$ cat src/rvseed_isa_pkg.sv
package rvseed_isa_pkg;

    localparam int xlen       = 64;
    localparam int imem_depth = 64;

    typedef logic [31:0]                     inst_t;
    typedef logic [xlen-1:0]                 xword_t;
    typedef logic [xlen-1:0]                 pc_t;
    typedef logic [4:0]                      reg_addr_t;
    typedef logic [$clog2(imem_depth)-1:0]   imem_addr_t;

    typedef logic [6:0]                      opcode_t;
    typedef logic [2:0]                      funct3_t;
    typedef logic [6:0]                      funct7_t;

    // major opcodes, inst[6:0]
    localparam opcode_t op_reg    = 7'b0110011;
    localparam opcode_t op_imm    = 7'b0010011;
    localparam opcode_t op_reg_w  = 7'b0111011;
    localparam opcode_t op_imm_w  = 7'b0011011;
    localparam opcode_t op_jal    = 7'b1101111;
    localparam opcode_t op_jalr   = 7'b1100111;
    localparam opcode_t op_lui    = 7'b0110111;
    localparam opcode_t op_auipc  = 7'b0010111;
    localparam opcode_t op_branch = 7'b1100011;

    // funct3, inst[14:12]
    localparam funct3_t f3_add_sub = 3'b000;
    localparam funct3_t f3_addi    = 3'b000;
    localparam funct3_t f3_sltiu   = 3'b011;
    localparam funct3_t f3_jalr    = 3'b000;
    localparam funct3_t f3_beq     = 3'b000;
    localparam funct3_t f3_bne     = 3'b001;

    // funct7, inst[31:25]
    localparam funct7_t funct7_add = 7'b0000000;
    localparam funct7_t funct7_sub = 7'b0100000;

    localparam inst_t inst_ebreak = 32'h0010_0073;

endpackage

$ cat src/rvseed_ctrl_pkg.sv
package rvseed_ctrl_pkg;

    typedef enum logic [2:0] {
        alu_add,
        alu_sub,
        alu_sltu,
        alu_eq,
        alu_ne
    } alu_op_e;

    typedef enum logic [1:0] {
        src_reg,        // rs1 op rs2
        src_imm,        // rs1 op imm
        src_imm_pc,     // pc + imm
        src_four_pc     // pc + 4, link value
    } alu_src_e;

    typedef enum logic [1:0] {
        imm_i,
        imm_u,
        imm_j,
        imm_b
    } imm_kind_e;

    typedef struct packed {
        logic      branch;
        logic      jump;
        logic      jalr;
        logic      reg_wen;
        logic      word_op;     // sign-extend low 32 bits
        logic      rs1_used;
        alu_op_e   alu_op;
        alu_src_e  alu_src;
        imm_kind_e imm_kind;
        logic      ebreak;
        logic      illegal;
    } ctrl_t;

    typedef struct packed {
        rvseed_isa_pkg::pc_t   pc;
        rvseed_isa_pkg::inst_t inst;
    } fetch_t;

    typedef struct packed {
        rvseed_isa_pkg::pc_t       pc;
        rvseed_isa_pkg::reg_addr_t rd;
        logic                      reg_wen;
        rvseed_isa_pkg::xword_t    wdata;
    } retire_t;

endpackage

$ cat src/inst_fetch.sv
`timescale 1ns/1ps

module inst_fetch (
    input  logic                          clk,
    input  logic                          arst_n,
    input  logic                          run,
    input  logic                          imem_we,
    input  rvseed_isa_pkg::imem_addr_t    imem_addr,
    input  rvseed_isa_pkg::inst_t         imem_wdata,
    input  logic                          full,
    input  logic                          redirect,
    input  rvseed_isa_pkg::pc_t           redirect_pc,
    input  logic                          halted,
    output logic                          push,
    output rvseed_ctrl_pkg::fetch_t       push_data
);

    rvseed_isa_pkg::inst_t      imem [0:rvseed_isa_pkg::imem_depth-1];
    rvseed_isa_pkg::pc_t        pc;
    rvseed_isa_pkg::imem_addr_t rd_idx;

    assign rd_idx = pc[7:2];   // word index

    // redirect cycle carries a wrong-path word, drop it
    assign push = run & ~halted & ~full & ~redirect;

    assign push_data.pc   = pc;
    assign push_data.inst = imem[rd_idx];

    always_ff @(posedge clk) begin
        if (imem_we) begin
            imem[imem_addr] <= imem_wdata;
        end
    end

    always_ff @(posedge clk or negedge arst_n) begin
        if (!arst_n) begin
            pc <= '0;
        end else if (redirect) begin
            pc <= redirect_pc;
        end else if (push) begin
            pc <= pc + 64'd4;
        end
    end

endmodule

$ cat config.mk
export PLATFORM = sky130hd
export DESIGN_NAME = inst_fetch
export DESIGN_NICKNAME = d
export VERILOG_FILES = /design/src/rvseed_isa_pkg.sv /design/src/rvseed_ctrl_pkg.sv /design/src/inst_fetch.sv
export SDC_FILE = /design/constraint.sdc
export NUM_CORES = 2
export LEC_CHECK = 0
export BUFFER_PORTS_ARGS = -buffer_cell sky130_fd_sc_hd__buf_2
export CORE_MARGIN = 1
export CORE_UTILIZATION = 35
export DETAILED_ROUTE_END_ITERATION = 12
export GPL_ROUTABILITY_DRIVEN = 0
export GPL_TIMING_DRIVEN = 0
export PLACE_DENSITY = 0.56
export SYNTH_ARGS = -nofsm -noshare
export SYNTH_HDL_FRONTEND = slang
export SYNTH_SLANG_ARGS = --single-unit
$ cat constraint.sdc
create_clock -name clk -period 4.1 [get_ports clk]
set_clock_uncertainty 0.1 [all_clocks]
set_input_delay 0.615 -clock clk [delete_from_list [all_inputs] [get_ports clk]]
set_output_delay 0.615 -clock clk [all_outputs]
set_load 0.01 [all_outputs]
* Yosys cells after proc, flatten, opt, wreduce, memory -nomap -nowiden *
Memory sizes are Yosys's and may differ from the RTL's.
Index checks and enable logic that the tools add are counted.
Widths: inputs -> output; s select.

storage, ports and cells
  RAM bits = 2,048
  output and inout bits = 97
  input bits = 109
  memories kept = 1
  register bits = 64
  logic and storage cells = 14

memories
  name  words  bits a word  read ports  clocked after memory_dff  wr ports  line              RTL
  imem  64     32           1           0                         1         inst_fetch.sv:18  rvseed_isa_pkg::inst_t imem [0:rvseed_isa_pkg::imem_depth-1];

operators by class
  add/sub/neg operators = 1
  bitwise logic cells = 6
  reduce and logical (&&, ||, !) cells = 1
  muxes and demuxes = 4

operator list
  kind                   number
  $mux 64                2
  $add 64x3->64 const B  1
  $and 1x1->1            3
  $not 1->1              3
  $mux 1                 2
  $reduce_bool 2->1      1

* Longest topological paths before layout *
  word-level depth = 6
  gate-level depth with buffers = 10
  gate-level depth less buffers = 6

* Least setup slack after synthesis *
No wires, ideal clock.

  kind = input -> register
  start point = input port imem_addr[3]
  end point = memory imem[48][0] (netlist bit) (enable)
  path slack = 0.200 ns
  library setup time = 0.461 ns
  arrival = 3.339 ns
  stages = 4
  path buffers = 1
  path through = clkbuf_1 -> nor2b_1 -> nand4b_1 -> nor3_1

RTL lines
  what                line              RTL
  start: declaration  inst_fetch.sv:8   input rvseed_isa_pkg::imem_addr_t imem_addr,
  end: declaration    inst_fetch.sv:18

Straight into the memory's write port.

==> results.txt <==
worst r2r path cells: 9
Die Y: 486.1 µm
io pins: 206
overall power: 48.91 mW
Synth Net Count: 3,966
Area Overhead vs Synth: 23.33%
DP HPWL: 148.0 mm
kind of critical path: reg -> out
vias in the first global route: 42,750
Syn Std Cell Area: 0.08201 mm²
P_sw: 11.84 mW
antenna violations before repair: 17
number of synthesized flops with an enable pin: 2,048
Peak supply drop: 0.3831 mV
Slew @ Worst Pin: 1.469 ns
H-tree levels: 4
routed len/inst: 29.99 µm
Cells after Synth: 3,856
die width: 486.1 µm
post-synth top area share: 74.99%
sequential share of power: 49.1%
CTS Buf Count: 212
Synth Flop Type: edfxtp_1
PortBufs: 201
Worst EP arrival: 3.49 ns
Final #Nets: 4,545
Setup WS post-layout: -0.1030 ns
Clk network pwr share: 38.9%
Setup TNS: -1.942 ns
share of layout cells above drive strength 1: 36.23%
combinational power share: 12.0%
Clock Path Buffers: 3
root buf cell: clkbuf_16
top post-synthesis cells by area: edfxtp_1 75%, mux4_2 13%, mux2i_1 2.2%
unrepaired setup endpoints after global routing: yes
DRC: 0
Initial Utilization: 35.23%
Lkg Pwr: 31.41 nW
Data required, critical path: 3.38 ns
Sw Share: 24.21%
Tcrit/Tclk final: 102.5%
status: finished, violations left
DR vias/cell: 5.407
reg2reg setup slack: 0.61 ns
initial DRC count: 4,330
Core ar.: 0.2328 mm²
Fin. Hold Viols: 0
violated checks: negative setup slack
Post-DP Area: 0.08893 mm²
CTS clk-pin slew, worst paths: 0.06 ns
Worst Setup End Kind: output pin
die area: 0.2363 mm²
Final Non-Filler Cells: 7,745
asr flop ratio synth: 3.030%
design area: 0.1011 mm²
All-Layer GR Usage: 19.57%
Pre-antenna DRT Iters: 5
syn_area_per_cell: 21.27 µm²
fin. max-slew vios: 0
Tmin final: 4.203 ns
first-pass GRT wire length: 326.6 mm
max_cap viols: 0
Hold WC Path Type: in -> reg
Yosys cell types: 53
Seq cells post-synth: 2,112
final WL: 232.3 mm
CTS tree: yes
worst-skew pair later-pin latency: 0.86 ns
vias post-DR: 41,880
Hold Path Stages: 1
nature of the critical path startpoint: register
Slew headroom: 2.056%
Yosys warnings: 0
endpoints failing setup: 31
Detail Route Antenna Nets: 0
largest net degree at the start of global routing: 65
Cell Pwr Density: 483.6 mW/mm²
placed insts: 7,261
fmax: 0.2379 GHz
post-synthesis cell type with the largest combined area: edfxtp_1
Core Rows: 177
sequential area share after synthesis: 76.94%
Crit Path Max Fanout: 8
Clock Sinks: 2,112
P_int: 37.07 mW
grt ovf: 0
-- cell usage after synthesis, types with 7 or more instances --
master / number
edfxtp_1: 2048
nand4_1: 23
a22oi_1: 35
o31ai_1: 20
xor2_1: 18
a22o_1: 16
and3_1: 8
dfrtp_1: 64
a211oi_1: 65
mux2i_1: 178
o22ai_1: 62
a211o_1: 19
nor4_1: 33
xnor2_1: 18
or4_1: 15
clkbuf_1: 127
or3_1: 12
nor3_1: 7
mux2_2: 64
nor2b_1: 59
a31oi_1: 14
buf_2: 45
nand3_1: 33
o221ai_1: 46
o21ai_0: 46
nor2_1: 120
mux4_2: 467
buf_1: 50
nand2_1: 92
-- area by class of cell --
cell class                      count  area (µm²)
Antenna cell                        4       10.01
Buffer                            223        2621
Clock buffer                      265        5547
Clock inverter                    123        1260
Fill cell                       19660      131600
Inverter                            3       11.26
Multi-Input combinational cell   1515       20960
Sequential cell                  2112       63100
Tap cell                         3132        3919
Timing Repair Buffer              368        3717
-- path summary, 6_finish.rpt --
check,startpoint,endpoint
min in group asynchronous,arst_n,pc[49]$_DFFE_PN0N_
min,imem_wdata[12],imem[1][12]$_DFFE_PP_
max reg2reg,pc[2]$_DFFE_PN0N_,pc[43]$_DFFE_PN0N_
max,pc[2]$_DFFE_PN0N_,push_data[20]
min reg2reg,pc[1]$_DFFE_PN0P_,pc[1]$_DFFE_PN0P_
max in group asynchronous,arst_n,pc[6]$_DFFE_PN0N_
-- state kept, by name (all words and copies together) (netlist names) --
register  cells
pc           64
imem       2048
-- through the flow --
step                      hold slack (ns)  utilization (%)  worst slack (ns)
after detailed placement           0.3954            38.21            -1.854
after global placement             0.3870            37.35            -2.831
after floorplan                    0.2194                -            0.1997
final                              0.1438            43.46           -0.1030
after global routing               0.1196            43.45           -0.1690
after CTS                          0.1267            43.18           -0.2011
-- cell usage in the layout (no fill, tap or decap), types with 33 or more instances in the layout --
cell type,netlist,layout
a211oi_1,65,33
o221ai_4,0,33
buf_4,1,42
o21ai_0,46,46
buf_16,0,33
nor2_4,0,63
dlygate4sd3_1,0,66
mux4_2,467,467
dfrtp_1,64,62
nand2_1,92,74
buf_12,0,80
clkinv_2,0,35
edfxtp_1,2048,2048
mux2_2,64,64
clkbuf_16,0,225
buf_6,2,47
nor2b_1,59,59
nor2_1,120,49
mux2i_1,178,88
clkbuf_4,0,34
clkinv_1,0,50
mux2i_4,0,56
clkbuf_1,127,80
mux2i_2,0,34
buf_2,45,176
-- metal layers --
| metal | global-route usage [%] | part of all wire [%] | up-vias |
|---|---|---|---|
| met1 | 26.21 | 41 | 22450 |
| li1 | - | - | 17470 |
| met4 | 6.406 | 3.3 | 16 |
| met3 | 4.126 | 7.2 | 351 |
| met5 | 0 | 0.042 | - |
| met2 | 31.76 | 48 | 1592 |
-- worst max-delay path, stage by stage (launching register included) --
cell and delay [ns]:
dfrtp_2 0.41, buf_12 0.18, buf_16 0.17, buf_16 0.21, clkbuf_16 0.19, mux4_2 0.54
mux2i_4 0.20, o221ai_4 0.22, o31ai_4 0.17, nand2_2 0.13, buf_6 0.15
-- timing repair --
action / in CTS / in global routing
hold buffers: 66 / 0
setup endpoints to repair: 35 / 32
endpoints found under the hold margin: 128 / 0
gates resized for setup: 989 / 106
cloned: 5 / 2
buffers inserted: 19 / 1
pin swaps: 57 / 20
-- logic make-up (layout without fill, tap and decap cells) --
kind of cell	after synthesis	count (layout)	synth area share, %
compound gates	331	331	2.912
xor+xnor	36	36	0.3845
mux	709	709	15.88
flops	2112	2112	76.94
simple gates	438	438	2.729
buf+inv	229	982	1.141
fa+ha+maj	1	1	0.01525
other cells	0	4	0
-- power by group through the flow --
stage | clock network, mW | logic, mW | registers [mW]
after floorplan | 0 | 2.41 | 24.4
after global placement | 0 | 4.48 | 24.5
after detailed placement | 0 | 4.56 | 24.5
after CTS | 19.3 | 5.74 | 24.0
after global routing | 20.1 | 6.10 | 24.0
final | 19.0 | 5.87 | 24.0
No activity file was read; power rests on OpenSTA's default activity.
