### config.mk
export PLATFORM = sky130hd
export DESIGN_NAME = exec_unit
export DESIGN_NICKNAME = d
export VERILOG_FILES = /design/src/rvseed_isa_pkg.sv /design/src/rvseed_ctrl_pkg.sv /design/src/ctrl.sv /design/src/exec_unit.sv
export SDC_FILE = /design/constraint.sdc
export NUM_CORES = 2
export LEC_CHECK = 0
export ABC_AREA = 0
export CAP_MARGIN = 20
export CORE_UTILIZATION = 35
export CTS_BUF_LIST = sky130_fd_sc_hd__clkbuf_8
export DETAILED_ROUTE_END_ITERATION = 8
export DONT_BUFFER_PORTS = 1
export PLACE_DENSITY_LB_ADDON = 0.1
export SYNTH_ARGS = -nofsm -noshare
export SYNTH_HDL_FRONTEND = slang
export SYNTH_SLANG_ARGS = --single-unit
### constraint.sdc
create_clock -name clk -period 7.7 [get_ports clk]
set_input_delay 0.77 -clock clk [delete_from_list [all_inputs] [get_ports clk]]
set_output_delay 0.77 -clock clk [all_outputs]
set_load 0.02 [all_outputs]
### src/rvseed_isa_pkg.sv
package rvseed_isa_pkg;

    localparam int xlen       = 64;
    localparam int imem_depth = 64;

    typedef logic [31:0]                     inst_t;
    typedef logic [xlen-1:0]                 xword_t;
    typedef logic [xlen-1:0]                 pc_t;
    typedef logic [4:0]                      reg_addr_t;
    typedef logic [$clog2(imem_depth)-1:0]   imem_addr_t;

    typedef logic [6:0]                      opcode_t;
    typedef logic [2:0]                      funct3_t;
    typedef logic [6:0]                      funct7_t;

    // major opcodes, inst[6:0]
    localparam opcode_t op_reg    = 7'b0110011;
    localparam opcode_t op_imm    = 7'b0010011;
    localparam opcode_t op_reg_w  = 7'b0111011;
    localparam opcode_t op_imm_w  = 7'b0011011;
    localparam opcode_t op_jal    = 7'b1101111;
    localparam opcode_t op_jalr   = 7'b1100111;
    localparam opcode_t op_lui    = 7'b0110111;
    localparam opcode_t op_auipc  = 7'b0010111;
    localparam opcode_t op_branch = 7'b1100011;

    // funct3, inst[14:12]
    localparam funct3_t f3_add_sub = 3'b000;
    localparam funct3_t f3_addi    = 3'b000;
    localparam funct3_t f3_sltiu   = 3'b011;
    localparam funct3_t f3_jalr    = 3'b000;
    localparam funct3_t f3_beq     = 3'b000;
    localparam funct3_t f3_bne     = 3'b001;

    // funct7, inst[31:25]
    localparam funct7_t funct7_add = 7'b0000000;
    localparam funct7_t funct7_sub = 7'b0100000;

    localparam inst_t inst_ebreak = 32'h0010_0073;

endpackage

### src/rvseed_ctrl_pkg.sv
package rvseed_ctrl_pkg;

    typedef enum logic [2:0] {
        alu_add,
        alu_sub,
        alu_sltu,
        alu_eq,
        alu_ne
    } alu_op_e;

    typedef enum logic [1:0] {
        src_reg,        // rs1 op rs2
        src_imm,        // rs1 op imm
        src_imm_pc,     // pc + imm
        src_four_pc     // pc + 4, link value
    } alu_src_e;

    typedef enum logic [1:0] {
        imm_i,
        imm_u,
        imm_j,
        imm_b
    } imm_kind_e;

    typedef struct packed {
        logic      branch;
        logic      jump;
        logic      jalr;
        logic      reg_wen;
        logic      word_op;     // sign-extend low 32 bits
        logic      rs1_used;
        alu_op_e   alu_op;
        alu_src_e  alu_src;
        imm_kind_e imm_kind;
        logic      ebreak;
        logic      illegal;
    } ctrl_t;

    typedef struct packed {
        rvseed_isa_pkg::pc_t   pc;
        rvseed_isa_pkg::inst_t inst;
    } fetch_t;

    typedef struct packed {
        rvseed_isa_pkg::pc_t       pc;
        rvseed_isa_pkg::reg_addr_t rd;
        logic                      reg_wen;
        rvseed_isa_pkg::xword_t    wdata;
    } retire_t;

endpackage

### src/ctrl.sv
`timescale 1ns/1ps

module ctrl (
    input  rvseed_isa_pkg::inst_t   inst,
    output rvseed_ctrl_pkg::ctrl_t  ctrl
);

    rvseed_isa_pkg::opcode_t opcode;
    rvseed_isa_pkg::funct3_t funct3;
    rvseed_isa_pkg::funct7_t funct7;

    assign opcode = inst[6:0];
    assign funct3 = inst[14:12];
    assign funct7 = inst[31:25];

    always_comb begin
        ctrl.branch   = 1'b0;
        ctrl.jump     = 1'b0;
        ctrl.jalr     = 1'b0;
        ctrl.reg_wen  = 1'b0;
        ctrl.word_op  = 1'b0;
        ctrl.rs1_used = 1'b0;
        ctrl.alu_op   = rvseed_ctrl_pkg::alu_add;
        ctrl.alu_src  = rvseed_ctrl_pkg::src_reg;
        ctrl.imm_kind = rvseed_ctrl_pkg::imm_i;
        ctrl.ebreak   = 1'b0;
        ctrl.illegal  = 1'b0;

        case (opcode)
            rvseed_isa_pkg::op_reg, rvseed_isa_pkg::op_reg_w: begin
                if (funct3 == rvseed_isa_pkg::f3_add_sub &&
                    funct7 == rvseed_isa_pkg::funct7_add) begin
                    ctrl.reg_wen  = 1'b1;
                    ctrl.rs1_used = 1'b1;
                    ctrl.word_op  = (opcode == rvseed_isa_pkg::op_reg_w);   // addw
                end else if (opcode == rvseed_isa_pkg::op_reg &&
                             funct3 == rvseed_isa_pkg::f3_add_sub &&
                             funct7 == rvseed_isa_pkg::funct7_sub) begin
                    ctrl.reg_wen  = 1'b1;
                    ctrl.rs1_used = 1'b1;
                    ctrl.alu_op   = rvseed_ctrl_pkg::alu_sub;
                end else begin
                    ctrl.illegal  = 1'b1;
                end
            end
            rvseed_isa_pkg::op_imm: begin
                case (funct3)
                    rvseed_isa_pkg::f3_addi: begin
                        ctrl.reg_wen  = 1'b1;
                        ctrl.rs1_used = 1'b1;
                        ctrl.alu_src  = rvseed_ctrl_pkg::src_imm;
                    end
                    rvseed_isa_pkg::f3_sltiu: begin
                        ctrl.reg_wen  = 1'b1;
                        ctrl.rs1_used = 1'b1;
                        ctrl.alu_op   = rvseed_ctrl_pkg::alu_sltu;
                        ctrl.alu_src  = rvseed_ctrl_pkg::src_imm;
                    end
                    default: ctrl.illegal = 1'b1;
                endcase
            end
            rvseed_isa_pkg::op_imm_w: begin
                if (funct3 == rvseed_isa_pkg::f3_addi) begin   // addiw
                    ctrl.reg_wen  = 1'b1;
                    ctrl.rs1_used = 1'b1;
                    ctrl.word_op  = 1'b1;
                    ctrl.alu_src  = rvseed_ctrl_pkg::src_imm;
                end else begin
                    ctrl.illegal  = 1'b1;
                end
            end
            rvseed_isa_pkg::op_lui: begin
                ctrl.reg_wen  = 1'b1;   // x0 + imm
                ctrl.alu_src  = rvseed_ctrl_pkg::src_imm;
                ctrl.imm_kind = rvseed_ctrl_pkg::imm_u;
            end
            rvseed_isa_pkg::op_auipc: begin
                ctrl.reg_wen  = 1'b1;
                ctrl.alu_src  = rvseed_ctrl_pkg::src_imm_pc;
                ctrl.imm_kind = rvseed_ctrl_pkg::imm_u;
            end
            rvseed_isa_pkg::op_jal: begin
                ctrl.jump     = 1'b1;
                ctrl.reg_wen  = 1'b1;
                ctrl.alu_src  = rvseed_ctrl_pkg::src_four_pc;
                ctrl.imm_kind = rvseed_ctrl_pkg::imm_j;
            end
            rvseed_isa_pkg::op_jalr: begin
                if (funct3 == rvseed_isa_pkg::f3_jalr) begin
                    ctrl.jump     = 1'b1;
                    ctrl.jalr     = 1'b1;
                    ctrl.reg_wen  = 1'b1;
                    ctrl.rs1_used = 1'b1;   // target base
                    ctrl.alu_src  = rvseed_ctrl_pkg::src_four_pc;
                end else begin
                    ctrl.illegal  = 1'b1;
                end
            end
            rvseed_isa_pkg::op_branch: begin
                ctrl.rs1_used = 1'b1;
                ctrl.imm_kind = rvseed_ctrl_pkg::imm_b;
                case (funct3)
                    rvseed_isa_pkg::f3_beq: begin
                        ctrl.branch = 1'b1;
                        ctrl.alu_op = rvseed_ctrl_pkg::alu_eq;
                    end
                    rvseed_isa_pkg::f3_bne: begin
                        ctrl.branch = 1'b1;
                        ctrl.alu_op = rvseed_ctrl_pkg::alu_ne;
                    end
                    default: ctrl.illegal = 1'b1;
                endcase
            end
            default: ctrl.illegal = 1'b1;   // loads, stores, system and the rest
        endcase

        if (inst == rvseed_isa_pkg::inst_ebreak) begin
            ctrl.ebreak  = 1'b1;
            ctrl.illegal = 1'b0;
        end
    end

endmodule

### src/exec_unit.sv
`timescale 1ns/1ps

module exec_unit (
    input  logic                          clk,
    input  logic                          arst_n,
    input  logic                          empty,
    input  rvseed_ctrl_pkg::fetch_t       head,
    output logic                          pop,
    output logic                          redirect,
    output rvseed_isa_pkg::pc_t           redirect_pc,
    output logic                          retire_valid,
    output rvseed_ctrl_pkg::retire_t      retire,
    output logic                          illegal_valid,
    output rvseed_isa_pkg::inst_t         illegal_inst,
    output logic                          halted
);

    rvseed_ctrl_pkg::ctrl_t    dec;
    rvseed_isa_pkg::reg_addr_t rs1;
    rvseed_isa_pkg::reg_addr_t rs2;
    rvseed_isa_pkg::reg_addr_t rd;
    rvseed_isa_pkg::xword_t    regs [0:31];
    rvseed_isa_pkg::xword_t    rs1_val;
    rvseed_isa_pkg::xword_t    rs2_val;
    rvseed_isa_pkg::xword_t    imm;
    rvseed_isa_pkg::xword_t    alu_a;
    rvseed_isa_pkg::xword_t    alu_b;
    rvseed_isa_pkg::xword_t    alu_res;
    rvseed_isa_pkg::xword_t    wdata;
    rvseed_isa_pkg::pc_t       target;
    logic                      taken;

    ctrl u_ctrl (
        .inst (head.inst),
        .ctrl (dec)
    );

    assign rs1 = head.inst[19:15];
    assign rs2 = head.inst[24:20];
    assign rd  = head.inst[11:7];

    assign rs1_val = (rs1 == '0) ? '0 : regs[rs1];   // x0 reads zero
    assign rs2_val = (rs2 == '0) ? '0 : regs[rs2];

    // the cycle after a redirect holds a wrong-path head
    assign pop = ~empty & ~halted & ~redirect;

    always_comb begin
        case (dec.imm_kind)
            rvseed_ctrl_pkg::imm_u: imm = {{32{head.inst[31]}}, head.inst[31:12], 12'b0};
            rvseed_ctrl_pkg::imm_j: imm = {{44{head.inst[31]}}, head.inst[19:12], head.inst[20],
                                           head.inst[30:21], 1'b0};
            rvseed_ctrl_pkg::imm_b: imm = {{52{head.inst[31]}}, head.inst[7], head.inst[30:25],
                                           head.inst[11:8], 1'b0};
            default:                imm = {{52{head.inst[31]}}, head.inst[31:20]};
        endcase
    end

    assign alu_a = (dec.alu_src == rvseed_ctrl_pkg::src_imm_pc ||
                    dec.alu_src == rvseed_ctrl_pkg::src_four_pc) ? head.pc :
                   (dec.rs1_used ? rs1_val : '0);   // lui adds to zero

    always_comb begin
        case (dec.alu_src)
            rvseed_ctrl_pkg::src_reg:     alu_b = rs2_val;
            rvseed_ctrl_pkg::src_four_pc: alu_b = 64'd4;
            default:                      alu_b = imm;
        endcase
    end

    always_comb begin
        case (dec.alu_op)
            rvseed_ctrl_pkg::alu_sub:  alu_res = alu_a - alu_b;
            rvseed_ctrl_pkg::alu_sltu: alu_res = rvseed_isa_pkg::xword_t'(alu_a < alu_b);
            rvseed_ctrl_pkg::alu_eq:   alu_res = rvseed_isa_pkg::xword_t'(alu_a == alu_b);
            rvseed_ctrl_pkg::alu_ne:   alu_res = rvseed_isa_pkg::xword_t'(alu_a != alu_b);
            default:                   alu_res = alu_a + alu_b;
        endcase
    end

    assign wdata  = dec.word_op ? {{32{alu_res[31]}}, alu_res[31:0]} : alu_res;
    assign taken  = dec.jump | (dec.branch & alu_res[0]);
    assign target = (dec.jalr ? rs1_val : head.pc) + imm;

    always_ff @(posedge clk or negedge arst_n) begin
        if (!arst_n) begin
            retire_valid  <= 1'b0;
            illegal_valid <= 1'b0;
            redirect      <= 1'b0;
            halted        <= 1'b0;
        end else begin
            retire_valid  <= pop & ~dec.illegal & ~dec.ebreak;
            illegal_valid <= pop & dec.illegal;
            redirect      <= pop & taken;
            if (pop & dec.ebreak) begin
                halted <= 1'b1;   // sticky until reset
            end
        end
    end

    always_ff @(posedge clk) begin
        if (pop) begin
            retire.pc      <= head.pc;
            retire.rd      <= dec.reg_wen ? rd : '0;
            retire.reg_wen <= dec.reg_wen;
            retire.wdata   <= dec.reg_wen ? wdata : '0;
            illegal_inst   <= head.inst;
            redirect_pc    <= {target[rvseed_isa_pkg::xlen-1:1], 1'b0};
        end
        if (pop & dec.reg_wen & (rd != '0)) begin
            regs[rd] <= wdata;
        end
    end

endmodule

; ---- After elaboration in Yosys (flattened, before gate mapping)
; Memory sizes are Yosys's and may differ from the RTL's.
; Index checks and enable logic that the tools add are counted.
[classes]
addsub = 3
order_cmp = 1
n_eq_ne = 24
mux = 42
n_bitwise = 16
reduce_logical = 16
[ops]
columns = operator, n
row1 = $mux W64, 6
row2 = $pmux W64 S4, 1
row3 = $add A64 B64 Y64, 2
row4 = $pmux W64 S2, 1
row5 = $pmux W31 S3, 1
row6 = $eq A64 B64 Y1, 1
row7 = $lt A64 B64 Y1, 1
row8 = $ne A64 B64 Y1, 1
row9 = $sub A64 B64 Y64, 1
row10 = $eq A32 B21 Y1 const B, 1
row11 = $eq A7 B6 Y1 const B, 4
row12 = $eq A7 B5 Y1 const B, 3
row13 = $eq A7 B7 Y1 const B, 3
row14 = $mux W1, 18
row15 = $pmux W1 S5, 3
row16 = $pmux W2 S6, 1
row17 = $and A1 B1 Y1, 10
row18 = $logic_not A5 Y1, 2
row19 = $reduce_or A2 Y1, 5
row20 = $eq A3 B2 Y1 const B, 3
row21 = $pmux W3 S3, 1
row22 = $eq A2 B2 Y1 const B, 4
row23 = $logic_not A7 Y1, 1
row24 = $eq A3 B1 Y1 const B, 2
row25 = other kinds (16), 26
[totals]
register_bits = 233
ram_bits = 2048
inputBits = 99
output_inout_bits = 235
wordCells = 113
mem_count = 1
[memory_table]
columns = memory, words, width, rd, rd_clocked_by_memory_dff, write_ports, line
row1 = regs, 32, 64, 2, 0, 1, exec_unit.sv:22  ; rvseed_isa_pkg::xword_t regs [0:31];

; ---- Depth between registers and ports, before layout
[depth]
ltp_word = 13
depth_mapped = 28

; ---- Cells and area by module
; A second synthesis with hierarchy kept.
[unflattened]
hier_cells = 6736
area_unflattened_um2 = 116648.1
[modules_own_cells]
columns = mod, n_inst, cells_per_inst, area_each_um2, seq_area_each_um2
row1 = exec_unit, 1, 6663, 116188.9, 68475.7
row2 = ctrl, 1, 73, 459.2, 0.0

; ---- Least setup slack after synthesis
; OpenSTA, ideal clock, no wires.
[synth_path]
kind = in2reg
startpoint = input port head[20] (netlist name)
endpoint = memory regs[0][33] (netlist name), data pin
setup_time_ns = 0.377
arrival_ns = 7.861
t_required_ns = 7.323
slack_ns = -0.538
stages = 21
path_buffers = 6
cell_sequence = clkbuf_1 > clkbuf_1 > buf_1 > buf_1 > mux4_2 > mux4_2 > mux2i_1 > o21ai_0 > ha_1 > buf_2 > or4_1 > nor2_1 > a211oi_2 > nor3_1 > o21bai_1 > o21ai_0 > nand2_1 > a31oi_2 > nor2_1 > buf_2 > a21oi_1
[synth_between]
elab_chain_len = 6
elab_cells_between_ends = 9
classes_between = add/sub: 2 / mux: 5 / reduce/logical: 1 / memory: 1
[synth_lines]
columns = element, line
row1 = from (decl), exec_unit.sv:7  ; input rvseed_ctrl_pkg::fetch_t head,
row2 = $mem_v2 Z32 W64 or $logic_not A5 Y1 (tied branches), -
row3 = $mux W64, exec_unit.sv:43  ; assign rs2_val = (rs2 == '0) ? '0 : regs[rs2];
row4 = $pmux W64 S2 (*), exec_unit.sv:64  ; case (dec.alu_src)
row5 = $add A64 B64 Y64 or $sub A64 B64 Y64 (tied branches), "exec_unit.sv:77, exec_unit.sv:73"
row6 = $pmux W64 S4 (*), exec_unit.sv:72  ; case (dec.alu_op)
row7 = named net alu_res[31], exec_unit.sv:28  ; rvseed_isa_pkg::xword_t alu_res;
row8 = $mux W64 (*), exec_unit.sv:81  ; assign wdata = dec.word_op ? {{32{alu_res[31]}}, alu_res[31:0]} : alu_res;
row9 = named net wdata[33], exec_unit.sv:29  ; rvseed_isa_pkg::xword_t wdata;
row10 = to (decl), exec_unit.sv:22
; Mark *: on every way through the listed nets, which the timed path passes. The rest lies on a longest branch.

; ---- Worst setup path after layout
[layout_path]
startpoint = input port head[21] (netlist name)
endpoint = memory regs[23][63] (netlist name), data pin
[layout_between]
elab_chain_len = 6
elab_cells_between_ends = 9
classes_between = add/sub: 2 / mux: 5 / reduce/logical: 1 / memory: 1
[layout_lines]
columns = element, line
row1 = $mem_v2 Z32 W64 or $logic_not A5 Y1 (tied branches), -
row2 = $mux W64, exec_unit.sv:43
row3 = $pmux W64 S2 (*), exec_unit.sv:64
row4 = $add A64 B64 Y64 or $sub A64 B64 Y64 (tied branches), "exec_unit.sv:77, exec_unit.sv:73"
row5 = $pmux W64 S4 (*), exec_unit.sv:72
row6 = $mux W64 (*), exec_unit.sv:81
row7 = named net wdata[63], exec_unit.sv:29
; Marked as above.

==> results.md <==
- Via count: roughly 75000
- Slew margin rel.: -96.6%
- Max cap viols: 0
- # H-tree levels: 5
- Worst-margin pin slew: between 2 and 3 ns
- CP bufs+invs: 7
- PD cells: ~220 mW/mm²
- Tightest hold margin: 0.130 ns
- Status: complete, but fails checks
- Finished Layout Cells: ~12000
- Clock root cell: clkbuf_8
- Max rail drop VDD: around 0.12 mV
- CTS tree: done
- Wire length of the first global-routing pass: 613 mm
- Clock transition at the registers of the reported paths: around 0.060 ns
- Pleak: 44.8 nW
- Global Route met2 Usage: between 40% and 50%
- Routed WL per cell: ~37 µm
- Sequential element share of the synthesized area: between 50% and 60%
- RSZ-0062 raised after global routing: false
- Reg2reg path depth: 23
- Max Slew Vio Count: 387
- Critical Path Max Stage Delay: around 0.98 ns
- Critical Path Source Type: input port
- EDFF count, synth: ~2300
- Final WL: around 450 mm
- Yosys warns: 0
- Worst hold path class: input port to flop
- Kind of critical path: input port to flop
- CP most frequent cell: buf_4
- Worst path cell trace: mux4_2, mux4_2, mux2i_1, buf_4, o21ai_0, buf_4, ha_1, o21bai_1, a21oi_1, o311ai_0, buf_4, a211oi_2, nor3_1, buf_4, o211ai_1, nand3_1, buf_4, a2111oi_1, buf_4, o21ai_0, a221oi_1, o21ba_2, and2_1, buf_12
- Top FF cell, synth: edfxtp_1
- Clock power share: 35.9%
- Mean post-synth cell area: about 17 µm²
- Net Sw Frac: 27.0%
- Remaining antenna violation count: 0
- Core ar.: 0.330 mm²
- Largest delay share family, worst path: compound AO/OA/AOI/OAI gates
- FP Rows: 211
- Library cells used by synthesis: between 100 and 150
- DR pass1 iterations: 6
- Share of cells above drive strength 1: 29.7%
- Placed cell count: ~11000
- DIE AREA: approximately 0.33 mm²
- CP required: between 8 and 9 ns
- Final number of setup-violating endpoints: 0
- Drt initial violations: around 8200
- CP Capture Type: flop
- Worst skew pair latency: around 1.1 ns
- # nets final: 7907
- Clk sink count: between 2000 and 2500
- CP max FO: 516
- IO Port Bufs: 0
- TritonCTS Buffers: a little under 400
- Seq cells post-synth: between 2000 and 2500
- Final period util: just under 100%
- # DRC: 0
- Synth async-reset ratio: less than 1%
- Die W: ~580 µm
- WHS Path Cells: 4
- Area added between synthesis and finish: 15.6%
- Die H: ~580 µm
- Initial antenna violation count: 44
- Worst reg2reg startpoint: regs[7][19]$_DFFE_PP_
- Vias in the first global route: approximately 76000
- Int Power: ~21 mW
- Met1 Use GR: 37.4%
- CP max-delay cell: mux4_2
- Register-to-register path setup slack: 0.74 ns
- Layout Utilization: a little over 40%
- DPL Wire Length: around 250 mm
- Register share of total power: around half
- Hold endpoint: halted$_DFFE_PN0P_
- Max Clk Rate: about 0.13 GHz
- Combinational share of power: 14.1%
- Netlist Area Pre-Place: ~0.12 mm²
- Total track usage: 26.3%
- CTS Buffer Depth: 4
- Worst Hold Launch: head[20]
- RR Endpoint: regs[20][56]$_DFFE_PP_
- Grt met3 use: under 10%
- Initial Utilization: between 30% and 40%
- GRT overflow: 0
- Cts repair resizes: 0
- Failing checks: max-slew violations
- Psw: slightly below 8 mW
- Crit path DAT: between 8 and 9 ns
- Cells after Synth: 6995
- Final worst path period need: between 7 and 8 ns
- Top Ports: around 330
- Final Skew: about 0.11 ns
- Vias per cell: around 6.1
- Top Usage Layer GRT: met2
- TNS Setup: 0 ns
- Final Hold Viols: 0
- Placer Congestion: a little under 1
- Largest net degree at the start of global routing: ~610
==> state kept, by name (all words and copies together), names as in the netlist <==
| signal | flops |
|---|---|
| illegal_valid | 1 |
| redirect | 1 |
| retire_valid | 1 |
| illegal_inst | 32 |
| redirect_pc | 63 |
| retire | 134 |
| halted | 1 |
| regs | 2048 |
==> power groups by stage <==
stage                     sequential [mW]  combinational (mW)  clock (mW)
after floorplan                      14.8                2.29           0
after global placement               14.8                3.73           0
after detailed placement             14.8                3.76           0
after CTS                            14.5                3.82        10.7
after global routing                 14.5                4.33        11.2
final                                14.5                4.09        10.4
==> worst min-delay path, cell delays in order <==
cell and delay, ns:
nand2_1 0.08, nor4_1 0.09, nand4_1 0.16, o21bai_1 0.07
==> layout make-up <==
cell class              instances  area (µm²)
fillers                     30100      196000
multi-input cells            4114       45900
diodes                          9        22.5
inverters                     161         624
clock inverters               281        1580
flip-flops and latches       2281       68500
repair buffers                663        6650
well taps                    4366        5460
clock buffers                 398        5480
==> per-stage QoR <==
stage / total power [mW] / setup WS (ns) / area, µm²
after floorplan: 17.0 / -0.404 / 116000
final: 29.0 / 0.135 / 134000
after CTS: 29.0 / 0.819 / 134000
after global routing: 30.0 / 0.0305 / 134000
after global placement: 18.5 / -0.126 / 126000
after detailed placement: 18.5 / 0.0233 / 126000
==> synth_stat cells (all sizes together), types with 33 or more instances <==
cell type	n	area share (%)
a21o	78	0.50
a21oi	358	1.5
and2	91	0.49
buf	137	0.47
clkbuf	366	1.2
edfxtp	2277	59
ha	192	2.1
inv	159	0.51
mux2i	251	2.2
mux4	1139	22
nand2	328	1.1
nand3	42	0.18
nand4	54	0.29
nor2	254	0.82
nor2b	51	0.27
nor3	104	0.45
nor4	42	0.25
o21ai	348	1.5
o21bai	59	0.38
o221ai	103	0.78
o22ai	61	0.33
o31ai	33	0.22
xnor2	53	0.40
==> how the worst max path moves through the flow <==
stage	cells past startpoint	endpoint	slack (ns)	from
5_1_grt	26	regs[23][63]$_DFFE_PP_	0.03	head[15]
2_1_floorplan	11	regs[26][0]$_DFFE_PP_	-0.40	head[13]
3_5_place_dp	27	regs[18][56]$_DFFE_PP_	0.02	head[17]
4_1_cts	23	regs[31][56]$_DFFE_PP_	0.82	regs[14][19]$_DFFE_PP_
3_3_place_gp	22	redirect_pc[60]$_DFFE_PP_	-0.13	head[17]
6_report	24	regs[23][63]$_DFFE_PP_	0.13	head[21]
==> timing repair <==
| action | CTS | global route |
|---|---|---|
| buffers inserted | 0 | 0 |
| endpoints found under the setup margin | 0 | 867 |
| hold endpoints to repair | 110 | 0 |
| hold buffers | 98 | 0 |
==> logic make-up (layout without fill, tap and decap cells) <==
kind of cell / Yosys count / count (layout) / share of synthesized area [%]
xor+xnor: 73 / 73 / 0.551
other cells: 1 / 74 / 0.00323
simple gates: 1067 / 1067 / 4.42
flops: 2281 / 2281 / 59.0
compound gates: 1302 / 1302 / 7.23
fa+ha+maj: 195 / 195 / 2.12
mux: 1412 / 1412 / 24.5
buf+inv: 664 / 1503 / 2.18
==> routing by layer <==
layer  routed length (µm)  vias to the layer above  part of all wire [%]
met3                35700                      669                   8.0
met2               205000                     3458                    46
met5                   74                        -                 0.017
met1               194000                    40800                    43
li1                     -                    30400                     -
met4                13800                       12                   3.1
==> layout by cell type (no fill, tap or decap), drive strengths merged, types with 104 or more instances in the layout <==
cell type	count
nand2	328
edfxtp	2277
buf	560
a21oi	358
clkinv	131
nor3	104
ha	192
clkbuf	403
mux4	1139
mux2i	251
o21ai	348
nor2	254
inv	291
Power figures use the tool's default switching activity.
