[config.mk]
export PLATFORM = sky130hd
export DESIGN_NAME = fetch_queue
export DESIGN_NICKNAME = d
export VERILOG_FILES = /design/src/rvseed_isa_pkg.sv /design/src/rvseed_ctrl_pkg.sv /design/src/fetch_queue.sv
export SDC_FILE = /design/constraint.sdc
export NUM_CORES = 1
export LEC_CHECK = 0
export BUFFER_PORTS_ARGS = -buffer_cell sky130_fd_sc_hd__buf_2
export CORE_MARGIN = 2
export CORE_UTILIZATION = 47
export CTS_CLUSTER_DIAMETER = 60
export CTS_CLUSTER_SIZE = 28
export DETAILED_ROUTE_END_ITERATION = 16
export GPL_TIMING_DRIVEN = 0
export MAX_ROUTING_LAYER = met4
export PLACE_DENSITY = 0.76
export SYNTH_ARGS = -nofsm -noshare
export SYNTH_HDL_FRONTEND = slang
export SYNTH_SLANG_ARGS = --single-unit
[constraint.sdc]
create_clock -name clk -period 3.3 [get_ports clk]
set_clock_uncertainty 0.05 [all_clocks]
set_input_delay 0.33 -clock clk [delete_from_list [all_inputs] [get_ports clk]]
set_output_delay 0.33 -clock clk [all_outputs]
set_load 0.02 [all_outputs]
[src/rvseed_isa_pkg.sv]
package rvseed_isa_pkg;

    localparam int xlen       = 64;
    localparam int imem_depth = 64;

    typedef logic [31:0]                     inst_t;
    typedef logic [xlen-1:0]                 xword_t;
    typedef logic [xlen-1:0]                 pc_t;
    typedef logic [4:0]                      reg_addr_t;
    typedef logic [$clog2(imem_depth)-1:0]   imem_addr_t;

    typedef logic [6:0]                      opcode_t;
    typedef logic [2:0]                      funct3_t;
    typedef logic [6:0]                      funct7_t;

    // major opcodes, inst[6:0]
    localparam opcode_t op_reg    = 7'b0110011;
    localparam opcode_t op_imm    = 7'b0010011;
    localparam opcode_t op_reg_w  = 7'b0111011;
    localparam opcode_t op_imm_w  = 7'b0011011;
    localparam opcode_t op_jal    = 7'b1101111;
    localparam opcode_t op_jalr   = 7'b1100111;
    localparam opcode_t op_lui    = 7'b0110111;
    localparam opcode_t op_auipc  = 7'b0010111;
    localparam opcode_t op_branch = 7'b1100011;

    // funct3, inst[14:12]
    localparam funct3_t f3_add_sub = 3'b000;
    localparam funct3_t f3_addi    = 3'b000;
    localparam funct3_t f3_sltiu   = 3'b011;
    localparam funct3_t f3_jalr    = 3'b000;
    localparam funct3_t f3_beq     = 3'b000;
    localparam funct3_t f3_bne     = 3'b001;

    // funct7, inst[31:25]
    localparam funct7_t funct7_add = 7'b0000000;
    localparam funct7_t funct7_sub = 7'b0100000;

    localparam inst_t inst_ebreak = 32'h0010_0073;

endpackage

[src/rvseed_ctrl_pkg.sv]
package rvseed_ctrl_pkg;

    typedef enum logic [2:0] {
        alu_add,
        alu_sub,
        alu_sltu,
        alu_eq,
        alu_ne
    } alu_op_e;

    typedef enum logic [1:0] {
        src_reg,        // rs1 op rs2
        src_imm,        // rs1 op imm
        src_imm_pc,     // pc + imm
        src_four_pc     // pc + 4, link value
    } alu_src_e;

    typedef enum logic [1:0] {
        imm_i,
        imm_u,
        imm_j,
        imm_b
    } imm_kind_e;

    typedef struct packed {
        logic      branch;
        logic      jump;
        logic      jalr;
        logic      reg_wen;
        logic      word_op;     // sign-extend low 32 bits
        logic      rs1_used;
        alu_op_e   alu_op;
        alu_src_e  alu_src;
        imm_kind_e imm_kind;
        logic      ebreak;
        logic      illegal;
    } ctrl_t;

    typedef struct packed {
        rvseed_isa_pkg::pc_t   pc;
        rvseed_isa_pkg::inst_t inst;
    } fetch_t;

    typedef struct packed {
        rvseed_isa_pkg::pc_t       pc;
        rvseed_isa_pkg::reg_addr_t rd;
        logic                      reg_wen;
        rvseed_isa_pkg::xword_t    wdata;
    } retire_t;

endpackage

[src/fetch_queue.sv]
`timescale 1ns/1ps

module fetch_queue (
    input  logic                          clk,
    input  logic                          arst_n,
    input  logic                          push,
    input  rvseed_ctrl_pkg::fetch_t       push_data,
    input  logic                          pop,
    input  logic                          flush,
    output logic                          full,
    output logic                          empty,
    output rvseed_ctrl_pkg::fetch_t       head
);

    rvseed_ctrl_pkg::fetch_t mem [0:1];
    logic [1:0]              count;
    logic                    wr_ptr;
    logic                    rd_ptr;
    logic                    do_push;
    logic                    do_pop;

    assign full  = (count == 2'd2);
    assign empty = (count == 2'd0);
    assign head  = mem[rd_ptr];

    assign do_push = push & ~full;
    assign do_pop  = pop & ~empty;

    always_ff @(posedge clk or negedge arst_n) begin
        if (!arst_n) begin
            count  <= 2'd0;
            wr_ptr <= 1'b0;
            rd_ptr <= 1'b0;
        end else if (flush) begin   // flush wins over push and pop
            count  <= 2'd0;
            wr_ptr <= 1'b0;
            rd_ptr <= 1'b0;
        end else begin
            if (do_push) begin
                wr_ptr <= ~wr_ptr;
            end
            if (do_pop) begin
                rd_ptr <= ~rd_ptr;
            end
            count <= count + 2'(do_push) - 2'(do_pop);
        end
    end

    always_ff @(posedge clk) begin
        if (do_push) begin
            mem[wr_ptr] <= push_data;
        end
    end

endmodule

# Word level (Yosys, flattened, before mapping)
# Memory sizes are Yosys's and may differ from the RTL's.
# Index checks and enable logic that the tools add are counted.
# Widths: inputs -> output; s select.
dict set report word_totals {
  regBits 4
  ramBits 192
  input_bits 101
  output_inout_bits 98
  n_memories 1
}
# memory depth width rd rd_ports_with_merged_regs wr line
set memory_table {}
lappend memory_table {mem 2 96 1 0 1 fetch_queue.sv:15} ;# rvseed_ctrl_pkg::fetch_t mem [0:1];
dict set report op_classes {
  add_sub_neg 2
  eq_ne 1
  mux 7
  bitwise 6
  reduce_logical 3
}
# operator n
set ops {}
lappend ops {{$mux 1} 6}
lappend ops {{$not 1->1} 4}
lappend ops {{$reduce_bool 2->1} 2}
lappend ops {{$add 2x1->2} 1}
lappend ops {{$and 1x1->1} 2}
lappend ops {{$eq 2x2->1 const B} 1}
lappend ops {{$logic_not 2->1} 1}
lappend ops {{$mux 2} 1}
lappend ops {{$sub 2x1->2} 1}

# Depth between registers and ports, before layout
# Gate-level depths: netlist (run 1).
dict set report logic_depth {
  ltp_word 6
  depth_mapped 8
}

# Worst setup path before layout (run 1)
# OpenSTA, ideal clock, no wires.
dict set report synth_path {
  kind {reg2reg}
  start {register count[0]}
  end {memory mem[1][0] in the netlist's numbering, enable pin}
  arrival_time_ns 2.784
  required_time_ns 2.784
  slack_ns 0.000
  path_stages_with_launch 3
  n_path_buf 0
  synth_period_minus_slack_ns 3.300
  path_cell_list {dfrtp_1 > nand2b_2 > and3_1}
}
dict set report synth_between {
  elab_chain_cells 5
}
# element line
set synth_rtl {}
lappend synth_rtl {{from (decl)} fetch_queue.sv:16} ;# logic [1:0] count;
lappend synth_rtl {{from (signal assigned)} fetch_queue.sv:45} ;# count <= count + 2'(do_push) - 2'(do_pop);
lappend synth_rtl {{$eq 2x2->1} fetch_queue.sv:22} ;# assign full = (count == 2'd2);
lappend synth_rtl {{$not 1->1} fetch_queue.sv:26} ;# assign do_push = push & ~full;
lappend synth_rtl {{$and 1x1->1} fetch_queue.sv:26}
lappend synth_rtl {{$mux 1} fetch_queue.sv:50} ;# if (do_push) begin
lappend synth_rtl {{$mux 1 (implied by the code)} fetch_queue.sv:51} ;# mem[wr_ptr] <= push_data;
lappend synth_rtl {{to (decl)} fetch_queue.sv:15}
# No other way between the ends.

# Worst setup path after layout (run 1)
dict set report layout_path {
  start {register count[0]}
  end {memory mem[0][5] in the netlist's numbering, enable pin}
}
# The elaborated chain is that of the path after synthesis.

==> results of run 1 <==
==> cell usage in the layout, fill, tap and decap left out, drive strengths merged, types with 2 or more instances in the layout <==
| master | netlist | routed |
|---|---|---|
| buf | 11 | 211 |
| edfxtp | 192 | 192 |
| mux2 | 96 | 96 |
| clkbuf | 0 | 18 |
| inv | 4 | 7 |
| bufinv | 0 | 5 |
| dfrtp | 4 | 4 |
| nor2 | 3 | 3 |
| clkinv | 0 | 3 |
| ha | 2 | 2 |
==> power by group through the flow <==
stage / clock network (mW) / registers, mW / logic (mW)
2_1_floorplan: 0 / 3.31 / 1.60
3_3_place_gp: 0 / 3.33 / 2.24
3_5_place_dp: 0 / 3.31 / 2.32
4_1_cts: 2.25 / 3.26 / 2.33
5_1_grt: 2.34 / 3.29 / 2.45
6_report: 2.20 / 3.26 / 2.29
==> state kept, by name (all words and copies together), names as in the netlist <==
register and cells:
count 2, mem 192, rd_ptr 1, wr_ptr 1
==> cell type report <==
type | instances | area share
Sequential cell | 196 | 0.637
Timing Repair Buffer | 201 | 0.115
Inverter | 4 | 0.00190
Buffer | 11 | 0.00938
Tap cell | 188 | 0.0256
Clock buffer | 18 | 0.0466
Multi-Input combinational cell | 113 | 0.143
Antenna cell | 1 | 0.000272
Clock inverter | 12 | 0.0219
==> per-stage QoR <==
| step | setup slack (ns) | TNS [ns] | instance area (µm²) | utilization |
|---|---|---|---|---|
| 4_1_cts | 1.14 | 0 | 9200 | 0.608 |
| 3_5_place_dp | 1.17 | 0 | 8560 | 0.565 |
| 3_3_place_gp | -0.875 | -83.41 | 8500 | 0.561 |
| 6_report | 1.14 | 0 | 9210 | 0.608 |
| 5_1_grt | 1.04 | 0 | 9210 | 0.608 |
| 2_1_floorplan | 0.0289 | 0 | 7280 | - |
==> worst paths after layout <==
| kind | endpoint | slack, ns | cells after the start |
|---|---|---|---|
| min | mem[0][47]$_DFFE_PP_ | 0.05 | 1 |
| min reg2reg | wr_ptr$_DFFE_PN0P_ | 0.54 | 2 |
| max reg2reg | mem[0][5]$_DFFE_PP_ | 1.14 | 5 |
| max in group asynchronous | count[0]$_DFF_PN0_ | 2.86 | 2 |
| max | mem[0][5]$_DFFE_PP_ | 1.14 | 5 |
| min in group asynchronous | wr_ptr$_DFFE_PN0P_ | 0.21 | 2 |
==> worst max-delay path: stages (launching register included) <==
cell and delay [ns]:
dfrtp_1 0.40, nand2b_2 0.17, inv_2 0.04, or3_1 0.37, inv_4 0.38, buf_16 0.34
==> routing by layer <==
| metal | global-route usage | vias to the layer above | routed length (µm) |
|---|---|---|---|
| li1 | - | 1724 | - |
| met1 | 0.190 | 1877 | 5290 |
| met2 | 0.275 | 149 | 6700 |
| met3 | 0.0582 | 18 | 951 |
| met4 | 0.0640 | 0 | 220 |
| met5 | - | - | 0 |
==> kinds of logic (layout without fill, tap and decap cells) <==
| group | after synthesis | count (layout) | synth area share |
|---|---|---|---|
| flops | 196 | 196 | 0.806 |
| mux | 96 | 96 | 0.164 |
| compound gates | 3 | 3 | 0.00241 |
| buf+inv | 15 | 246 | 0.0139 |
| other cells | 0 | 1 | 0 |
| simple gates | 10 | 10 | 0.00740 |
| xor+xnor | 2 | 2 | 0.00241 |
| fa+ha+maj | 2 | 2 | 0.00344 |
==> summary.txt, run 1 <==
Status
  • Outcome: finished, final reports clean

Yosys
  • YS warnings: 0
  • Post-Syn Area: 0.00727 mm²
  • Synthesis-stage register bit count: 196
  • Asr flop ratio synth: 0.0204
  • Area leader, netlist: edfxtp_1
  • Post-synthesis cell count: 324
  • Post-synthesis area per instance: 22.5 µm²
  • Synth cell types: 22
  • Synth top area share: 0.793
  • Primary FF master, synth: edfxtp_1
  • Syn_nets: 427
  • Top-count cell post-synth: edfxtp_1
  • Number of synthesized flops with an enable pin: 192
  • Top post-synthesis cells by count: edfxtp_1, mux2_2, mux2_4
  • Top cells by area, synth: edfxtp_1, mux2_2, mux2_4
  • Seq/Total Area, Yosys: 0.806

Floorplanning
  • Die ar.: 0.0165 mm²
  • Die Wd: 128 µm
  • Die Ht: 128 µm
  • Initial Utilization: 0.480
  • FP Rows: 45
  • Ports: 199
  • Std-Cell Core Area: 0.0151 mm²

Final layout
  • Final non-filler cell total: 744
  • P&R area growth vs syn: 26.6%
  • Area occupied by multi-input gates: 0.00131 mm²
  • Layout cells sized above 1: 0.611
  • Nets@finish: 647
  • Storage element area: 0.00587 mm²
  • FILL cells: 1074

Power
  • Clk pwr share: 0.284
  • Sequential share of power: 0.421
  • Power Total: 7.74 mW
  • Peak VDD IR: 0.504 mV
  • Pwr Density: 841 mW/mm²
  • Switching share of power: 0.294
  • Internal: 5.47 mW
  • Logic gate share of total power: 0.295
  • Leakage: 3.55 nW
  • Net switching power: 2.27 mW

CTS
  • Post_cts resized: 0
  • CTS Buf Count: 17
  • Clk_lat worst skew: 0.41 ns
  • Hold buffer count at cts: 1
  • Clock Sinks: 196
  • Htree depth: 4
  • CTS tree: yes
  • Root Buffer Master: clkbuf_16
  • Clk buf depth: 2
  • Post-CTS setup buffers: 0
  • CTS clk-pin slew, worst paths: 0.07 ns

Route
  • Initial drt markers: 167
  • Via Count: 3768
  • Number of detailed-route iterations in the first pass: 4
  • DR DRC count: 0
  • DR vias/cell: 5.06
  • Routed WL per cell: 17.7 µm
  • Total Wirelength: 13200 µm
  • Antenna-violating nets left: 0

STA
  • Max-slew violation count: 0
  • Unrepaired setup endpoints after global routing: no
  • Tcrit/Tclk final: 0.654
  • FMAX: 0.463 GHz
  • Final Setup Violations: 0
  • Headroom to the max-slew limit: 0.517
  • Final Critical Period: 2.16 ns
  • Hold Slack: 0.0456 ns
  • Final Hold Viols: 0
  • Least-Margin Pin Slew: 0.725 ns

Global route
  • Gr usage total: 0.167
  • First-pass GRT wire length: 20000 µm
  • Vias in the first global route: 3976
  • Initial antenna violation count: 1
  • Largest net degree at the start of global routing: 64
  • Total gr overflow: 0

Critical path
  • Worst Path Class, Setup: reg2reg
  • Critical R2R Launch: count[0]$_DFF_PN0_
  • CP startpoint: count[0]$_DFF_PN0_
  • Startpoint types: flip-flop
  • Critical Path RT: 3.33 ns
  • CP max FO: 63
  • Crit end category: flip-flop
  • Critical Path AT: 2.19 ns

Place
  • DPL Wire Length: 9080 µm
  • Placed cells: 712
  • GPL Wtd Cong: 0.729
  • Port-buffer cells: 198

Run
  • Max Cap Viol: 0

Hold path
  • Hold_sp: push_data[47]
  • Min-delay worst type: in2reg
(Power assumes the default switching activity.)
==> run 2, diff against run 1 <==
Clock period 3.3 ns to 1.9 ns, I/O delays scaled along.
==> summary.txt, run 2 (synthesis gave the netlist of run 1 again) <==
Place
  • Placed cells: 713
  • GPL Wtd Cong: 0.685
  • DPL Wire Length: 8810 µm
  • Port-buffer cells: 198
  • Area after DPL: 0.00859 mm²
  • Place WS: -0.132 ns

Floorplanning
  • Die ar.: 0.0165 mm²
  • Std-Cell Core Area: 0.0151 mm²
  • FP Rows: 45
  • Die Wd: 128 µm
  • Ports: 199
  • Initial Utilization: 0.480
  • Die Ht: 128 µm

Final layout
  • Most common library cell in the layout ignoring fill and taps: edfxtp_1
  • P&R area growth vs syn: 42.2%
  • Registers with the most flip-flops: mem (192), count (2)
  • Max reg flops: 192
  • Layout cells sized above 1: 0.524
  • Commonest cells after routing, fill and taps aside: edfxtp_1, buf_2, dlygate4sd3_1
  • Design area: 0.0103 mm²
  • Nets@finish: 750
  • Ant diodes: 0
  • FILL cells: 951
  • Top reg by flops: mem
  • Final non-filler cell total: 847

Global route
  • Vias in the first global route: 4508
  • Initial antenna violation count: 0
  • Largest net degree at the start of global routing: 49
  • Gr usage total: 0.195
  • First-pass GRT wire length: 23000 µm
  • Total gr overflow: 0

STA
  • Headroom to the max-slew limit: 0.589
  • Least-Margin Pin Slew: 0.617 ns
  • Final Setup Violations: 34
  • Final total negative setup slack: -0.428 ns
  • Unrepaired setup endpoints after global routing: yes
  • Final Critical Period: 1.93 ns
  • Tcrit/Tclk final: 1.02
  • FMAX: 0.518 GHz
  • Final Hold Viols: 0
  • Fin worst setup slack: -0.0316 ns
  • Max-slew violation count: 0

Power
  • Clk pwr share: 0.239
  • Net switching power: 4.09 mW
  • Power Total: 13.5 mW
  • Sequential share of power: 0.420
  • Switching share of power: 0.302
  • Pwr Density: 1310 mW/mm²
  • Leakage: 3.97 nW
  • Internal: 9.45 mW
  • Logic gate share of total power: 0.341
  • Peak VDD IR: 0.820 mV

Route
  • DR vias/cell: 4.92
  • Antenna-violating nets left: 0
  • Initial drt markers: 209
  • Total Wirelength: 15400 µm
  • Routed WL per cell: 18.1 µm
  • DR DRC count: 0
  • Via Count: 4171
  • Number of detailed-route iterations in the first pass: 4

Critical path
  • Critical Path AT: 1.69 ns
  • Worst Path Class, Setup: reg2out
  • Critical R2R Launch: count[0]$_DFF_PN0_
  • CP max FO: 10
  • Critical Path RT: 1.66 ns
  • Startpoint types: flip-flop
  • CP startpoint: rd_ptr$_DFFE_PN0P_
  • Crit end category: primary output

CTS
  • CTS clk-pin slew, worst paths: 0.06 ns
  • Clock Sinks: 196
  • Clk buf depth: 2
  • Htree depth: 4
  • Clk_lat worst skew: 0.42 ns
  • CTS tree: yes
  • Root Buffer Master: clkbuf_16
  • CTS Buf Count: 17

Hold path
  • Min-delay worst type: in2async

Status
  • Failing checks: setup timing
  • Outcome: complete, but fails checks

Run
  • Max Cap Viol: 0
## run 2: cell types whose count changed in the layout (fill, tap and decap cells not counted), moves of 5 or more
cell	before	now
buf_12	0	6
buf_2	204	174
buf_4	0	5
buf_6	5	25
clkinvlp_4	1	6
dlygate4sd3_1	1	98
## run 2: through the flow
| step | hold WS (ns) | util |
|---|---|---|
| after detailed placement | -0.0494 | 0.567 |
| after CTS | 0.0352 | 0.670 |
| final | 0.0731 | 0.683 |
| after global routing | 0.0705 | 0.683 |
| after global placement | -0.0526 | 0.562 |
| after floorplan | -0.156 | - |
## run 2: timing repair
item,CTS,global route
endpoints found under the hold margin,200,0
endpoints found under the setup margin,214,90
pin swaps,1,0
gates resized for setup,5,62
cloned,2,0
setup buffers,2,1
hold buffers,98,0
## run 2: worst paths after layout
check | endpoint | slack, ns | cells past startpoint
worst max-delay path | head[85] | -0.03 | 5
worst min register to register | count[1]$_DFF_PN0_ | 0.59 | 2
max in group asynchronous | count[1]$_DFF_PN0_ | 1.60 | 2
worst max register to register | mem[0][64]$_DFFE_PP_ | 0.11 | 5
min in group clk | rd_ptr$_DFFE_PN0P_ | 0.13 | 4
worst min-delay path | count[0]$_DFF_PN0_ | 0.07 | 2
## run 2: power groups by stage
stage / logic [mW] / clock network, mW / registers [mW]
global placement: 3.90 / 0 / 5.77
global route: 4.91 / 3.48 / 5.73
floorplan: 2.80 / 0 / 5.73
CTS: 4.28 / 3.31 / 5.67
detailed placement: 4.03 / 0 / 5.76
finish: 4.62 / 3.24 / 5.68
## run 2: layout make-up
cell class | instances | area [µm²] | share of cell area
Inverter | 4 | 21.3 | 0.00206
Tap cell | 188 | 235 | 0.0227
Multi-Input combinational cell | 114 | 1340 | 0.130
Buffer | 11 | 136 | 0.0132
Clock inverter | 9 | 83.8 | 0.00810
Sequential cell | 196 | 5870 | 0.567
Timing Repair Buffer | 302 | 2210 | 0.214
Clock buffer | 22 | 444 | 0.0429
Timing Repair inverter | 1 | 5.00 | 0.000484
## run 2: worst max-delay path, cell delays in order, from the launching register on
cell,delay [ns]
dfrtp_1,0.37
buf_6,0.14
buf_12,0.15
buf_12,0.15
mux2_4,0.29
buf_2,0.16
## run 2: per-layer routing
| metal | GRT usage | part of all wire |
|---|---|---|
| met5 | - | 0 |
| met4 | 0.0782 | 0.019 |
| met3 | 0.0507 | 0.054 |
| met2 | 0.334 | 0.53 |
| met1 | 0.219 | 0.39 |
==> run 3, diff against run 2 <==
Settings changed: PLACE_DENSITY 0.76 to default, PLACE_DENSITY_LB_ADDON from default to 0.08.
==> summary.txt, run 3 (synthesis gave the netlist of run 1 again) <==
Status
  • Outcome: complete, but fails checks
  • Failing checks: setup timing

Final layout
  • Commonest cells after routing, fill and taps aside: edfxtp_1, buf_2, dlygate4sd3_1
  • P&R area growth vs syn: 42.6%
  • Max reg flops: 192
  • Final non-filler cell total: 847
  • Ant diodes: 0
  • Area occupied by multi-input gates: 0.00135 mm²
  • Nets@finish: 749
  • FILL cells: 1009
  • Most common library cell in the layout ignoring fill and taps: edfxtp_1
  • Layout cells sized above 1: 0.524
  • Registers with the most flip-flops: mem (192), count (2)
  • Storage element area: 0.00587 mm²
  • Top reg by flops: mem

Floorplanning
  • Std-Cell Core Area: 0.0151 mm²
  • Ports: 199
  • FP Rows: 45
  • Initial Utilization: 0.480
  • Die Ht: 128 µm
  • Die ar.: 0.0165 mm²
  • Die Wd: 128 µm

STA
  • Hold Slack: 0.0544 ns
  • Least-Margin Pin Slew: 0.517 ns
  • Final total negative setup slack: -0.201 ns
  • Max-slew violation count: 0
  • FMAX: 0.521 GHz
  • Fin worst setup slack: -0.0186 ns
  • Headroom to the max-slew limit: 0.654
  • Final Hold Viols: 0
  • Unrepaired setup endpoints after global routing: yes
  • Final Critical Period: 1.92 ns
  • Final Setup Violations: 25
  • Tcrit/Tclk final: 1.01

Critical path
  • Worst path most repeated cell: buf_12
  • CP max FO: 10
  • CP startpoint: rd_ptr$_DFFE_PN0P_
  • Critical R2R Launch: count[0]$_DFF_PN0_
  • Reg2Reg Setup Slack: 0.09 ns
  • Crit end category: primary output
  • Startpoint types: flip-flop
  • Worst Setup EP: head[65]
  • R2r endpoint: mem[0][86]$_DFFE_PP_
  • WP depth: 5
  • Critical Path Max Stage Delay: 0.37 ns
  • Worst path cell trace: buf_6, buf_12, buf_12, mux2_4, buf_2
  • Family with the most delay on the worst path: buffers and inverters
  • Worst Path Class, Setup: reg2out
  • CP bufs+invs: 4
  • CP max stage cell: dfrtp_1
  • Critical Path AT: 1.68 ns
  • Critical Path RT: 1.66 ns
  • FF-to-FF path depth: 5

Power
  • Switching share of power: 0.304
  • Leakage: 4.00 nW
  • Internal: 9.37 mW
  • Clk pwr share: 0.233
  • Power Total: 13.5 mW
  • Logic gate share of total power: 0.347
  • Sequential share of power: 0.420
  • Peak VDD IR: 0.816 mV
  • Net switching power: 4.09 mW
  • Pwr Density: 1300 mW/mm²

CTS
  • Clk_lat worst skew: 0.42 ns
  • CTS Buf Count: 17
  • CTS tree: yes
  • CTS clk-pin slew, worst paths: 0.06 ns
  • Clock Sinks: 196
  • Htree depth: 4
  • Root Buffer Master: clkbuf_16
  • Clk buf depth: 2

Place
  • DPL Wire Length: 8600 µm
  • Port-buffer cells: 198
  • GPL Wtd Cong: 0.684
  • Placed cells: 713

Route
  • Number of detailed-route iterations in the first pass: 4
  • Total Wirelength: 14200 µm
  • Routed WL per cell: 16.8 µm
  • DR vias/cell: 4.81
  • DR DRC count: 0
  • Initial drt markers: 261
  • Via Count: 4071
  • Antenna-violating nets left: 0

Run
  • Max Cap Viol: 0

Hold path
  • Min-delay worst type: in2async

Global route
  • Gr usage total: 0.180
  • Largest net degree at the start of global routing: 76
  • Initial antenna violation count: 0
  • Total gr overflow: 0
  • First-pass GRT wire length: 21300 µm
  • Vias in the first global route: 4376
==> run 3: cell count changes in the layout (fill, tap and decap cells not counted), moves of 2 or more <==
cell,before,now
clkinv_2,0,3
clkinv_4,1,3
clkbuf_1,5,0
buf_2,174,171
mux2_2,66,62
buf_6,25,28
clkinv_1,2,4
clkbuf_4,4,0
buf_4,5,7
mux2_4,30,34
==> run 3: what timing repair did <==
| item | in CTS | in global routing |
|---|---|---|
| setup endpoints to repair | 224 | 168 |
| resized for setup | 37 | 36 |
| pin swaps | 1 | 0 |
| hold endpoints to repair | 200 | 0 |
| cloned | 2 | 1 |
| hold buffers | 98 | 0 |
| setup buffers | 2 | 0 |
==> run 3: per-stage QoR <==
stage                      util  setup slack (ns)  instance area, µm²
final                     0.685           -0.0186               10400
after global routing      0.685           -0.0969               10400
after detailed placement  0.567            -0.448                8590
after floorplan               -            -0.688                7290
after global placement    0.562             -1.54                8520
after CTS                 0.676           -0.0606               10200
==> run 3: power by group through the flow <==
| stage | Sequential, mW | Clock (mW) | Combinational, mW |
|---|---|---|---|
| after CTS | 5.66 | 3.21 | 4.49 |
| after global routing | 5.71 | 3.38 | 4.96 |
| final | 5.65 | 3.14 | 4.66 |
| after detailed placement | 5.75 | 0 | 4.05 |
| after floorplan | 5.73 | 0 | 2.80 |
| after global placement | 5.77 | 0 | 3.94 |
==> run 3: metal layers <==
metal  global-route usage  vias to the layer above  part of all wire
li1                     -                     1933                 -
met1                0.195                     1984              0.39
met2                0.302                      131              0.52
met3               0.0574                       23             0.064
met4               0.0834                        0             0.025
met5                    -                        -                 0
==> run 3: worst min-delay path by stage <==
| stage | from | endpoint | slack, ns |
|---|---|---|---|
| finish | arst_n | wr_ptr$_DFFE_PN0P_ | 0.05 |
| global route | arst_n | wr_ptr$_DFFE_PN0P_ | 0.04 |
| CTS | arst_n | wr_ptr$_DFFE_PN0P_ | 0.02 |
| detailed placement | arst_n | wr_ptr$_DFFE_PN0P_ | -0.05 |
| global placement | arst_n | wr_ptr$_DFFE_PN0P_ | -0.05 |
| floorplan | arst_n | count[0]$_DFF_PN0_ | -0.16 |
==> run 3: layout make-up <==
cell class | instances | area share
Buffer | 11 | 0.0131
Clock buffer | 17 | 0.0410
Clock inverter | 15 | 0.00904
Inverter | 4 | 0.00205
Multi-Input combinational cell | 114 | 0.130
Sequential cell | 196 | 0.565
Tap cell | 188 | 0.0227
Timing Repair Buffer | 301 | 0.217
Timing Repair inverter | 1 | 0.000482
